--- src/source/mmv_defs.svh ---
`ifndef MMV_DEFS_SVH
`define MMV_DEFS_SVH

// ----------------------------------------------------------
// Subsystem widths
// ----------------------------------------------------------

// Word address, one address per 32-bit word
`define MMV_AWIDTH 10

// Data word
`define MMV_DWIDTH 32

// ----------------------------------------------------------
// Memory geometry and timing
// ----------------------------------------------------------

// Words in the on-chip memory, full address space
`define MMV_MEM_DEPTH (1 << `MMV_AWIDTH)

// Upper bound on wait states before ack
// Ack arrives 1 .. 1+MMV_MAX_WAIT cycles after stb rises
// Must stay at least 1, the wait counter needs a bit
`define MMV_MAX_WAIT 3

`endif

--- src/source/mmv_pkg.sv ---
`default_nettype none

`include "mmv_defs.svh"

package mmv_pkg;

    // ----------------------------------------------------------
    // Scalar types
    // ----------------------------------------------------------
    typedef logic [`MMV_AWIDTH-1:0] mm_addr_t;  // Word address
    typedef logic [`MMV_DWIDTH-1:0] mm_data_t;  // Data word

    // ----------------------------------------------------------
    // MemoryMapped request, 43 bits
    // ----------------------------------------------------------
    typedef struct packed {
        logic     we;     // Write when set, read otherwise
        mm_addr_t addr;   // Target word
        mm_data_t wdat;   // Write payload, don't care on reads
    } mm_req_t;

    // Wishbone classic, bridge to memory
    typedef struct packed {
        logic     cyc;
        logic     stb;
        logic     we;
        mm_addr_t adr;
        mm_data_t dat;
    } wb_m2s_t;

    // Wishbone classic, memory to bridge
    typedef struct packed {
        logic     ack;
        mm_data_t dat;    // Valid with ack on reads
    } wb_s2m_t;

    // Bridge FSM
    typedef enum logic [1:0] {
        IDLE,             // Nothing on the bus
        BUS,              // Cycle open, waiting for ack
        RESP              // One cycle gap, rval goes out here
    } bridge_state_t;

endpackage : mmv_pkg

`default_nettype wire

--- src/source/mmv_wb_bridge.sv ---
`timescale 1ns/1ps
`default_nettype none

module mmv_wb_bridge (
    input  wire                    clk,
    input  wire                    reset,
    // MemoryMapped side
    input  wire mmv_pkg::mm_req_t  mm_req,
    input  wire                    wreq,
    input  wire                    rreq,
    output logic                   busy,
    output mmv_pkg::mm_data_t      rdat,
    output logic                   rval,
    // Wishbone classic side
    output mmv_pkg::wb_m2s_t       wb_out,
    input  wire mmv_pkg::wb_s2m_t  wb_in
);
    import mmv_pkg::*;

    // ----------------------------------------------------------
    // State
    // ----------------------------------------------------------
    bridge_state_t state;
    mm_req_t       act;         // Request on the bus, or next one while in RESP
    logic          act_vld;     // act holds a waiting request, meaningful in RESP
    mm_req_t       skid;        // One entry behind act
    logic          skid_vld;
    logic [2:0]    rd_open;     // Reads accepted, rval not yet given

    logic          in_bus;
    logic          done;        // Ack seen on the open cycle
    logic          acc;         // Request taken this edge
    mm_req_t       new_req;
    logic          act_from_skid;
    logic          act_from_in;
    logic          skid_load;

    // ----------------------------------------------------------
    // Accept and routing decisions
    // ----------------------------------------------------------
    always_comb begin
        in_bus  = (state == BUS);
        done    = in_bus & wb_in.ack;
        busy    = skid_vld & ~done;           // Full skid frees up on ack
        acc     = (wreq | rreq) & ~busy;
        new_req = '{we: wreq, addr: mm_req.addr, wdat: mm_req.wdat};

        // Skid moves up as soon as the open cycle completes
        act_from_skid = done & skid_vld;

        // Input goes straight to act when nothing else is queued
        act_from_in = acc & ((state == IDLE)
                           | (done & ~skid_vld)
                           | ((state == RESP) & ~act_vld));

        skid_load = acc & ~act_from_in;       // Otherwise it waits behind act
    end

    // ----------------------------------------------------------
    // Control FSM
    // ----------------------------------------------------------
    always_ff @(posedge clk or posedge reset) begin
        if (reset) begin
            state    <= IDLE;
            act_vld  <= 1'b0;
            skid_vld <= 1'b0;
            rval     <= 1'b0;
            rd_open  <= '0;
        end else begin
            rval <= done & ~act.we;           // Single pulse, reads only

            // At most three reads in flight, act, skid and the one in RESP
            rd_open <= rd_open + 3'(acc & rreq) - 3'(rval);

            case (state)
                IDLE: begin
                    if (acc) state <= BUS;
                end
                BUS: begin
                    if (wb_in.ack) begin
                        state   <= RESP;
                        act_vld <= skid_vld | acc;
                    end
                end
                RESP: begin
                    // cyc stays low here, memory sees a fresh cycle next
                    if (act_vld | acc) state <= BUS;
                    else               state <= IDLE;
                    act_vld <= 1'b0;
                end
                default: state <= IDLE;
            endcase

            if (skid_load)          skid_vld <= 1'b1;
            else if (act_from_skid) skid_vld <= 1'b0;
        end
    end

    // Payload registers
    always_ff @(posedge clk) begin
        if (act_from_skid)    act <= skid;
        else if (act_from_in) act <= new_req;

        if (skid_load) skid <= new_req;

        if (done) rdat <= wb_in.dat;          // Ack data, shown with rval
    end

    // ----------------------------------------------------------
    // Wishbone drive
    // ----------------------------------------------------------
    assign wb_out = '{cyc: in_bus,
                      stb: in_bus,
                      we:  act.we,
                      adr: act.addr,
                      dat: act.wdat};

    // ----------------------------------------------------------
    // Checks
    // ----------------------------------------------------------

    // Open cycle holds until the memory answers
    a_stb_hold : assert property (@(posedge clk) disable iff (reset)
        wb_out.stb && !wb_in.ack |=>
            wb_out.stb && $stable(wb_out.adr) && $stable(wb_out.we))
        else $error("stb or adr changed before ack");

    // rval only after an ack, and only for a read still unanswered
    a_rval_src : assert property (@(posedge clk) disable iff (reset)
        rval |-> $past(wb_in.ack) && rd_open != '0)
        else $error("rval without a completed read");

    // Master never asks for both
    a_req_excl : assert property (@(posedge clk) disable iff (reset)
        !(wreq && rreq))
        else $error("wreq and rreq high together");

endmodule : mmv_wb_bridge

`default_nettype wire

--- config.mk ---
export PLATFORM = sky130hd
export DESIGN_NAME = mmv_wb_bridge
export DESIGN_NICKNAME = d
export VERILOG_FILES = /design/src/source/mmv_pkg.sv /design/src/source/mmv_wb_bridge.sv
export VERILOG_INCLUDE_DIRS = /design/src /design/src/source
export SDC_FILE = /design/constraint.sdc
export NUM_CORES = 1
export LEC_CHECK = 0
export BUFFER_PORTS_ARGS = -buffer_cell sky130_fd_sc_hd__buf_2
export CORE_UTILIZATION = 45
export DETAILED_ROUTE_END_ITERATION = 10
export GPL_TIMING_DRIVEN = 0
export PLACE_DENSITY_LB_ADDON = 0.12
export SYNTH_ARGS = -nofsm -noshare
export SYNTH_HDL_FRONTEND = slang
export SYNTH_SLANG_ARGS = --single-unit
--- constraint.sdc ---
create_clock -name clk -period 3.4 [get_ports clk]
set_input_delay 0.85 -clock clk [delete_from_list [all_inputs] [get_ports clk]]
set_output_delay 0.85 -clock clk [all_outputs]
set_load 0.03 [all_outputs]
# [Word level (Yosys, flattened, before mapping)]
# Index checks and enable logic that the tools add are counted.
[word_totals] input_bits=80 ff_bits=123
[classes] muxes=10 bitwise_logic=20 n_eq_ne=4 n_reduce_logical=6
[op_table] operator="$mux W43" count=2
[op_table] operator="$and A1 B1 Y1" count=9
[op_table] operator="$not A1 Y1" count=6
[op_table] operator="$pmux W2 S3" count=1
[op_table] operator="$reduce_bool A2 Y1" count=3
[op_table] operator="$or A1 B1 Y1" count=5
[op_table] operator="$mux W1" count=4
[op_table] operator="$mux W2" count=2
[op_table] operator="$ne A2 B2 Y1 const B" count=2
[op_table] operator="$reduce_and A2 Y1" count=2
[op_table] operator="$eq A2 B1 Y1 const B" count=1
[op_table] operator="$eq A2 B2 Y1 const B" count=1
[op_table] operator="$logic_not A2 Y1" count=1
[op_table] operator="$pmux W1 S2" count=1

# [Depth between registers and ports, before layout]
# Gate-level depths: netlist of the first run.
[logic_depth] depth_word=10 depth_mapped=6 mapped_depth_nobuf=5

# [Least setup slack after synthesis of the first run]
# No wires, ideal clock.
[synth_timing] path_kind="input to register" start="input wb_in[32] in the netlist's numbering" end="register skid[0] in the netlist's numbering (enable)" required_ps=2942 path_slack_ps=-416 path_stages=3 t_arrival_ps=3358 path_cell_list="or2b_1 > a21o_1 > a21oi_1"
[synth_between] elab_chain_len=8 elab_cells_between_ends=11
[synth_lines] item="from (decl)" line_no="mmv_wb_bridge.sv:16" text="input wire mmv_pkg::wb_s2m_t wb_in"
[synth_lines] item="$and A1 B1 Y1 *" line_no="mmv_wb_bridge.sv:43" text="done = in_bus & wb_in.ack;"
[synth_lines] item="$not A1 Y1" line_no="mmv_wb_bridge.sv:44" text="busy = skid_vld & ~done;"
[synth_lines] item="$and A1 B1 Y1" line_no="mmv_wb_bridge.sv:44"
[synth_lines] item="$not A1 Y1" line_no="mmv_wb_bridge.sv:45" text="acc = (wreq | rreq) & ~busy;"
[synth_lines] item="$and A1 B1 Y1" line_no="mmv_wb_bridge.sv:45"
[synth_lines] item="$and A1 B1 Y1" line_no="mmv_wb_bridge.sv:52" text="act_from_in = acc & ((state == IDLE)"
[synth_lines] item="$not A1 Y1" line_no="mmv_wb_bridge.sv:56" text="skid_load = acc & ~act_from_in;"
[synth_lines] item="$and A1 B1 Y1 *" line_no="mmv_wb_bridge.sv:56"
[synth_lines] item="named net skid_load" line_no="mmv_wb_bridge.sv:36" text="logic skid_load;"
[synth_lines] item="to (signal assigned)" line_no="mmv_wb_bridge.sv:104" text="if (skid_load) skid <= new_req;"
[synth_lines] item="to (decl)" line_no="mmv_wb_bridge.sv:26" text="mm_req_t skid;"
# Mark *: on every way through the listed nets, which the timed path passes. The rest lies on a longest branch.
# A chain may end at the register's enable or synchronous reset.

# [Final worst setup path of the first run]
[layout_timing] start="register state[0]" end="output busy"
[layout_between] elab_chain_len=4
[layout_lines] item="from (decl)" line_no="mmv_wb_bridge.sv:23" text="bridge_state_t state;"
[layout_lines] item="from (signal assigned)" line_no="mmv_wb_bridge.sv:64" text="state <= IDLE;"
[layout_lines] item="from (signal assigned)" line_no="mmv_wb_bridge.sv:77" text="if (acc) state <= BUS;"
[layout_lines] item="from (signal assigned)" line_no="mmv_wb_bridge.sv:81" text="state <= RESP;"
[layout_lines] item="$eq A2 B1 Y1" line_no="mmv_wb_bridge.sv:42" text="in_bus = (state == BUS);"
[layout_lines] item="named net in_bus" line_no="mmv_wb_bridge.sv:30" text="logic in_bus;"
[layout_lines] item="$and A1 B1 Y1" line_no="mmv_wb_bridge.sv:43"
[layout_lines] item="$not A1 Y1" line_no="mmv_wb_bridge.sv:44"
[layout_lines] item="$and A1 B1 Y1" line_no="mmv_wb_bridge.sv:44"
[layout_lines] item="to (decl)" line_no="mmv_wb_bridge.sv:11" text="output logic busy,"
# The timed path passes the listed nets, and every way through them passes these cells.

==> results.py, run 1 <==
metrics = {
    "outcome": {
        "status": "completed",
    },
    "clock_tree": {
        "insertion_delay_ns": 0.51,
        "clock-sinks": 123,
        "cts_buffer_depth": 2,
        "root_buffer": "clkbuf_8",
        "postCtsHoldBufs": 0,
        "cts_resized": 0,
        "postCtsSetupBuffers": 0,
        "cts_buffers": 17,
        "clk_pin_slew_ns": 0.06,
        "htree_num_levels": 4,
        "cts_tree": "yes",
    },
    "logic_synthesis": {
        "avgSynthCellArea_um2": 23.1,
        "synth_top_area_share_pct": 77.1,
        "ys_warn_count": 0,
        "yosysSeqAreaShare_pct": 79.8,
        "synth_area_leaders": "edfxtp_1, mux2_4, dfrtp_1",
        "synth_area_mm2": 0.00460,
        "synth_cell_types": 26,
        "syn_inst": 199,
        "ys_ff_latch": 123,
        "yosys.area.top_type": "edfxtp_1",
        "syn_nets": 279,
    },
    "die": {
        "core_area_mm2": 0.00982,
        "fp-row-count": 36,
        "io-pin-count": 159,
        "chipWidth_um": 103,
        "start_util_pct": 46.8,
        "dieHeight_um": 103,
        "die_area_mm2": 0.0106,
    },
    "route": {
        "wl_per_cell_um": 15.3,
        "drt_iter0_drc": 50,
        "routed_via_density": 4.58,
        "postRouteAntennaNets": 0,
        "drc": 0,
        "vias": 2396,
        "wirelength_mm": 7.99,
        "drtPass1Iterations": 4,
    },
    "placed_design": {
        "placed_cells": 491,
        "globalplace.congestion": 0.734,
        "post_dp_cell_area_mm2": 0.00562,
        "dp_hpwl_mm": 5.55,
        "port_buffers": 157,
        "dpl_worst_slack_ns": 0.711,
    },
    "finish": {
        "drive_gt1_share_pct": 63.1,
        "finalNetCount": 457,
        "area_delta_synth_final_pct": 36.0,
        "final_cell_count_no_fill": 523,
        "num_antenna_cells": 0,
        "fill_cells": 745,
        "multiInputGateArea_um2": 816,
        "finalInstanceArea_mm2": 0.00625,
        "layout_commonest_cell": "buf_2",
        "final-seq-area_mm2": 0.00367,
        "final_core_utilization_pct": 63.7,
        "final_cell_mix": "buf_2, edfxtp_1, mux2_4",
    },
    "timing": {
        "post-route-period-util_pct": 77.1,
        "whs_ns": 0.234,
        "slew_violations": 0,
        "worst_slew_pin_slew_ns": 1.14,
        "relSlewSlack_pct": 23.8,
        "finalSetupViolations": 0,
        "hold_viol": 0,
        "setup_ws_ns": 0.778,
        "rsz0062_at_grt": "false",
        "fin_crit_ns": 2.62,
        "fmax_ghz": 0.381,
        "fin_skew_ns": 0.00755,
    },
    "global_routing": {
        "grt_max_degree": 33,
        "met2_usage_pct": 25.1,
        "grt_antenna_before_repair": 0,
        "grtUsageMet1_pct": 18.6,
        "grt_overflow_total": 0,
        "met3_usage_pct": 5.76,
        "grt_pass1_wl_mm": 11.7,
        "grt_usage_pct": 15.7,
        "grt_pass1_vias": 2319,
        "grt_most_used_layer": "met2",
    },
    "hold_path": {
        "min-delay-path-class": "input port to async pin",
    },
    "power_and_ir_drop": {
        "vdd_drop_max_v": 0.000395,
        "leakagePower_nw": 2.62,
        "powerDensity_mw_per_mm2": 900,
    },
    "job": {
        "maxCapViolCount": 0,
    },
    "critical_path": {
        "cp.required_ns": 2.55,
        "r2r_cells": 7,
        "cp_max_fo": 7,
        "worstSetupPathType": "flip-flop to primary output",
        "end_kind": "primary output",
        "cp-start-kind": "flip-flop",
        "crit_arrival_ns": 1.77,
    },
}
power by group:
part           internal, mW  leakage, nW  switching [mW]
registers              2.14         1.16          0.0986
logic                 0.516         1.17           0.972
clock network          1.26        0.300           0.636
total                  3.92         2.62            1.71
worst paths after layout:
path                            start       end  slack, ns
min in group clk           wb_out[42]      rval       0.44
hold / removal                  reset      rval       0.23
hold reg to reg            wb_out[42]      rval       0.44
setup reg to reg             state[0]   skid[0]       1.05
max in group asynchronous       reset  state[1]       2.99
setup / recovery             state[0]      busy       0.78
final cells by class:
cell class	instances	share of cell area [%]
sequential	123	58.7
timing repair buffer	159	13.3
multi-input combinational	65	13.0
clock buffer	17	6.62
clock inverter	15	3.52
tap	133	2.66
buffer	7	1.84
inverter	4	0.320
flip-flops by register name, indices dropped and copies added (netlist names):
| name | flops |
|---|---|
| wb_out | 43 |
| rdat | 32 |
| rval | 1 |
| act_vld | 1 |
| state | 2 |
| skid_vld | 1 |
| skid | 43 |
Yosys cell counts (all sizes together):
master / count
edfxtp: 118
mux2: 43
buf: 7
dfrtp: 5
inv: 4
a21oi: 3
nand2: 3
nor2: 3
a21o: 1
a2bb2oi: 1
and2b: 1
maj3: 1
nand2b: 1
nand3: 1
nand3b: 1
nor2b: 1
nor3: 1
o211ai: 1
o21ai: 1
o2bb2ai: 1
or2b: 1
through the flow:
step / power [mW] / TNS, ns
2_1_floorplan: 3.32 / 0
3_3_place_gp: 3.71 / -19.72
3_5_place_dp: 3.79 / 0
4_1_cts: 5.70 / 0
5_1_grt: 5.87 / 0
6_report: 5.63 / 0
worst max-delay path, cell delays in order, from the launching register on:
cell     delay (ns)
dfrtp_1        0.44
nor2b_4        0.24
nand2_4        0.11
inv_6          0.09
and2b_2        0.20
buf_2          0.17
layer usage:
layer  share of wire (%)  up-vias
li1                    -     1138
met1                  42     1154
met2                  50       87
met3                 5.7       17
met4                 2.0        0
met5                   0        -
cells by family after synthesis:
logic type / synth area share (%)
AO/OA/AOI/OAI: 1.14
adder cells (fa/ha/maj): 0.218
buffers and inverters: 2.94
flip-flops: 79.8
multiplexers: 13.7
AND/OR/NAND/NOR: 2.18
No activity file was read; power rests on OpenSTA's default activity.
==> run 2, diff against run 1 <==
- CORE_UTILIZATION: 45 -> 50
- clock period: 3.4 -> 2.7 ns (I/O delays scaled with it)
==> run 2 against run 1 <==
Critical path type is now flip-flop to flip-flop. Register-to-register slack lost 0.88 ns. Cell count shrank 4.8%. Worst hold slack lost 0.15 ns. The run now ends with design-rule violations left. Critical path depth grew 1. Non-clock buffer count shrank 1. Final area shrank 0.80%. Sequential share of layout area grew 0.47 points. Critical endpoint is now skid[7]. Sequential power grew 26%.
==> results.py, run 2 (same netlist as run 1, synthesis figures left out) <==
metrics = {
    "placed_design": {
        "globalplace.congestion": 0.722,
        "post_dp_cell_area_mm2": 0.00556,
        "dp_hpwl_mm": 5.37,
        "port_buffers": 157,
    },
    "route": {
        "drt_iter0_drc": 99,
        "routed_via_density": 4.86,
        "wirelength_mm": 8.06,
        "wl_per_cell_um": 16.2,
        "drtPass1Iterations": 7,
        "vias": 2419,
        "postRouteAntennaNets": 0,
        "drc": 10,
    },
    "critical_path": {
        "r2r_setup_slack_ns": 0.17,
        "cp-endpoint": "skid[7]",
        "crit_arrival_ns": 2.64,
        "cp-start-kind": "flip-flop",
        "cp_max_fo": 21,
        "worstSetupPathType": "flip-flop to flip-flop",
        "timing.rr.start": "state[0]",
        "cp-startpoint": "state[0]",
        "cp.required_ns": 2.81,
        "r2r_cells": 6,
        "timing.rr.end": "skid[7]",
        "end_kind": "flip-flop",
    },
    "job": {
        "maxCapViolCount": 0,
    },
    "die": {
        "fp-row-count": 34,
        "start_util_pct": 52.2,
        "chipWidth_um": 97.9,
        "io-pin-count": 159,
        "dieHeight_um": 97.9,
        "core_area_mm2": 0.00881,
        "die_area_mm2": 0.00958,
    },
    "power_and_ir_drop": {
        "leakagePower_nw": 2.61,
        "p_sw_mw": 2.17,
        "seqPwrFrac_pct": 39.8,
        "p_total_mw": 7.08,
        "p_comb_share_pct": 26.1,
        "vdd_drop_max_v": 0.000618,
        "swShare_pct": 30.6,
        "p_int_mw": 4.91,
        "powerDensity_mw_per_mm2": 1140,
        "clockPowerShare_pct": 34.1,
    },
    "finish": {
        "layout_commonest_cell": "buf_2",
        "num_antenna_cells": 0,
        "finalNetCount": 457,
        "drive_gt1_share_pct": 63.1,
        "final-seq-area_mm2": 0.00367,
        "multiInputGateArea_um2": 825,
        "finalInstanceArea_mm2": 0.00620,
        "fill_cells": 577,
        "final_cell_mix": "buf_2, edfxtp_1, mux2_4",
        "area_delta_synth_final_pct": 34.9,
    },
    "global_routing": {
        "grt_antenna_before_repair": 0,
        "grt_pass1_vias": 2511,
        "grt_max_degree": 33,
        "grt_usage_pct": 17.8,
        "grt_pass1_wl_mm": 12.7,
        "grt_overflow_total": 0,
    },
    "clock_tree": {
        "cts_resized": 0,
        "cts_tree": "yes",
        "root_buffer": "clkbuf_8",
        "cts_buffers": 17,
        "cts_buffer_depth": 2,
        "clock-sinks": 123,
        "htree_num_levels": 4,
        "clk_pin_slew_ns": 0.06,
        "insertion_delay_ns": 0.50,
    },
    "timing": {
        "worst_slew_pin_slew_ns": 1.33,
        "whs_ns": 0.0795,
        "finalSetupViolations": 0,
        "fin_crit_ns": 2.53,
        "rsz0062_at_grt": "false",
        "hold_viol": 0,
        "tns_ns": 0,
        "slew_violations": 0,
        "relSlewSlack_pct": 11.4,
        "fmax_ghz": 0.396,
        "fin_skew_ns": 0.00633,
        "post-route-period-util_pct": 93.6,
    },
    "hold_path": {
        "min-delay-path-class": "input port to async pin",
    },
    "outcome": {
        "status": "finished with violations",
        "violations": "design-rule violations",
    },
}
## run 2: cell count changes in the layout (fill, tap and decap cells not counted), sizes merged
cell	change
buf	-1
a21oi	+1
inv	-1
clkinv	+1
## run 2: cell type report
cell class	count	share of cell area, %
Timing Repair Buffer	158	13.0
Buffer	7	1.86
Sequential cell	123	59.1
Tap cell	108	2.18
Clock inverter	15	3.55
Inverter	4	0.323
Multi-Input combinational cell	66	13.3
Clock buffer	17	6.68
## run 2: worst min-delay path by stage
| stage | startpoint | to | slack (ns) | cells past startpoint |
|---|---|---|---|---|
| 6_report | reset | rval | 0.08 | 2 |
| 5_1_grt | reset | rval | 0.08 | 2 |
| 4_1_cts | reset | rval | 0.07 | 2 |
| 3_5_place_dp | wb_out[42] | rval | 0.42 | 1 |
| 3_3_place_gp | wb_out[42] | rval | 0.42 | 1 |
| 2_1_floorplan | reset | act_vld | 0.45 | 1 |
## run 2: what timing repair did
item / CTS / global route
hold buffers: 0 / 0
endpoints found under the setup margin: 43 / 0
buffers inserted: 0 / 0
## run 2: power by group through the flow
stage	sequential (mW)	clock (mW)	combinational, mW
after floorplan	3.47	0	0.714
after global placement	2.87	0	1.79
after detailed placement	2.86	0	1.86
after CTS	2.83	2.44	1.88
after global routing	2.87	2.53	1.95
final	2.82	2.41	1.85
## run 2: through the flow
stage | setup WS, ns | utilization (%) | std cells
final | 0.172 | 70.4 | 498
after global routing | 0.0142 | 70.4 | 498
after CTS | 0.101 | 70.4 | 498
after detailed placement | -0.111 | 63.1 | 465
after global placement | -0.511 | 62.8 | 464
after floorplan | 0.254 | - | 199
## run 2: metal layers
metal	part of all wire, %	vias to the layer above	track usage, %
met2	50	83	28.4
met5	0	-	0
met3	6.6	14	5.80
li1	-	1141	-
met1	42	1181	21.7
met4	1.7	0	9.21
## run 2: critical path: stages, from the launching register on
cell,delay [ns]
dfrtp_1,0.44
nor2b_4,0.24
nand2_4,0.12
inv_6,0.09
nand2_8,0.09
buf_12,0.17
a21oi_2,0.97
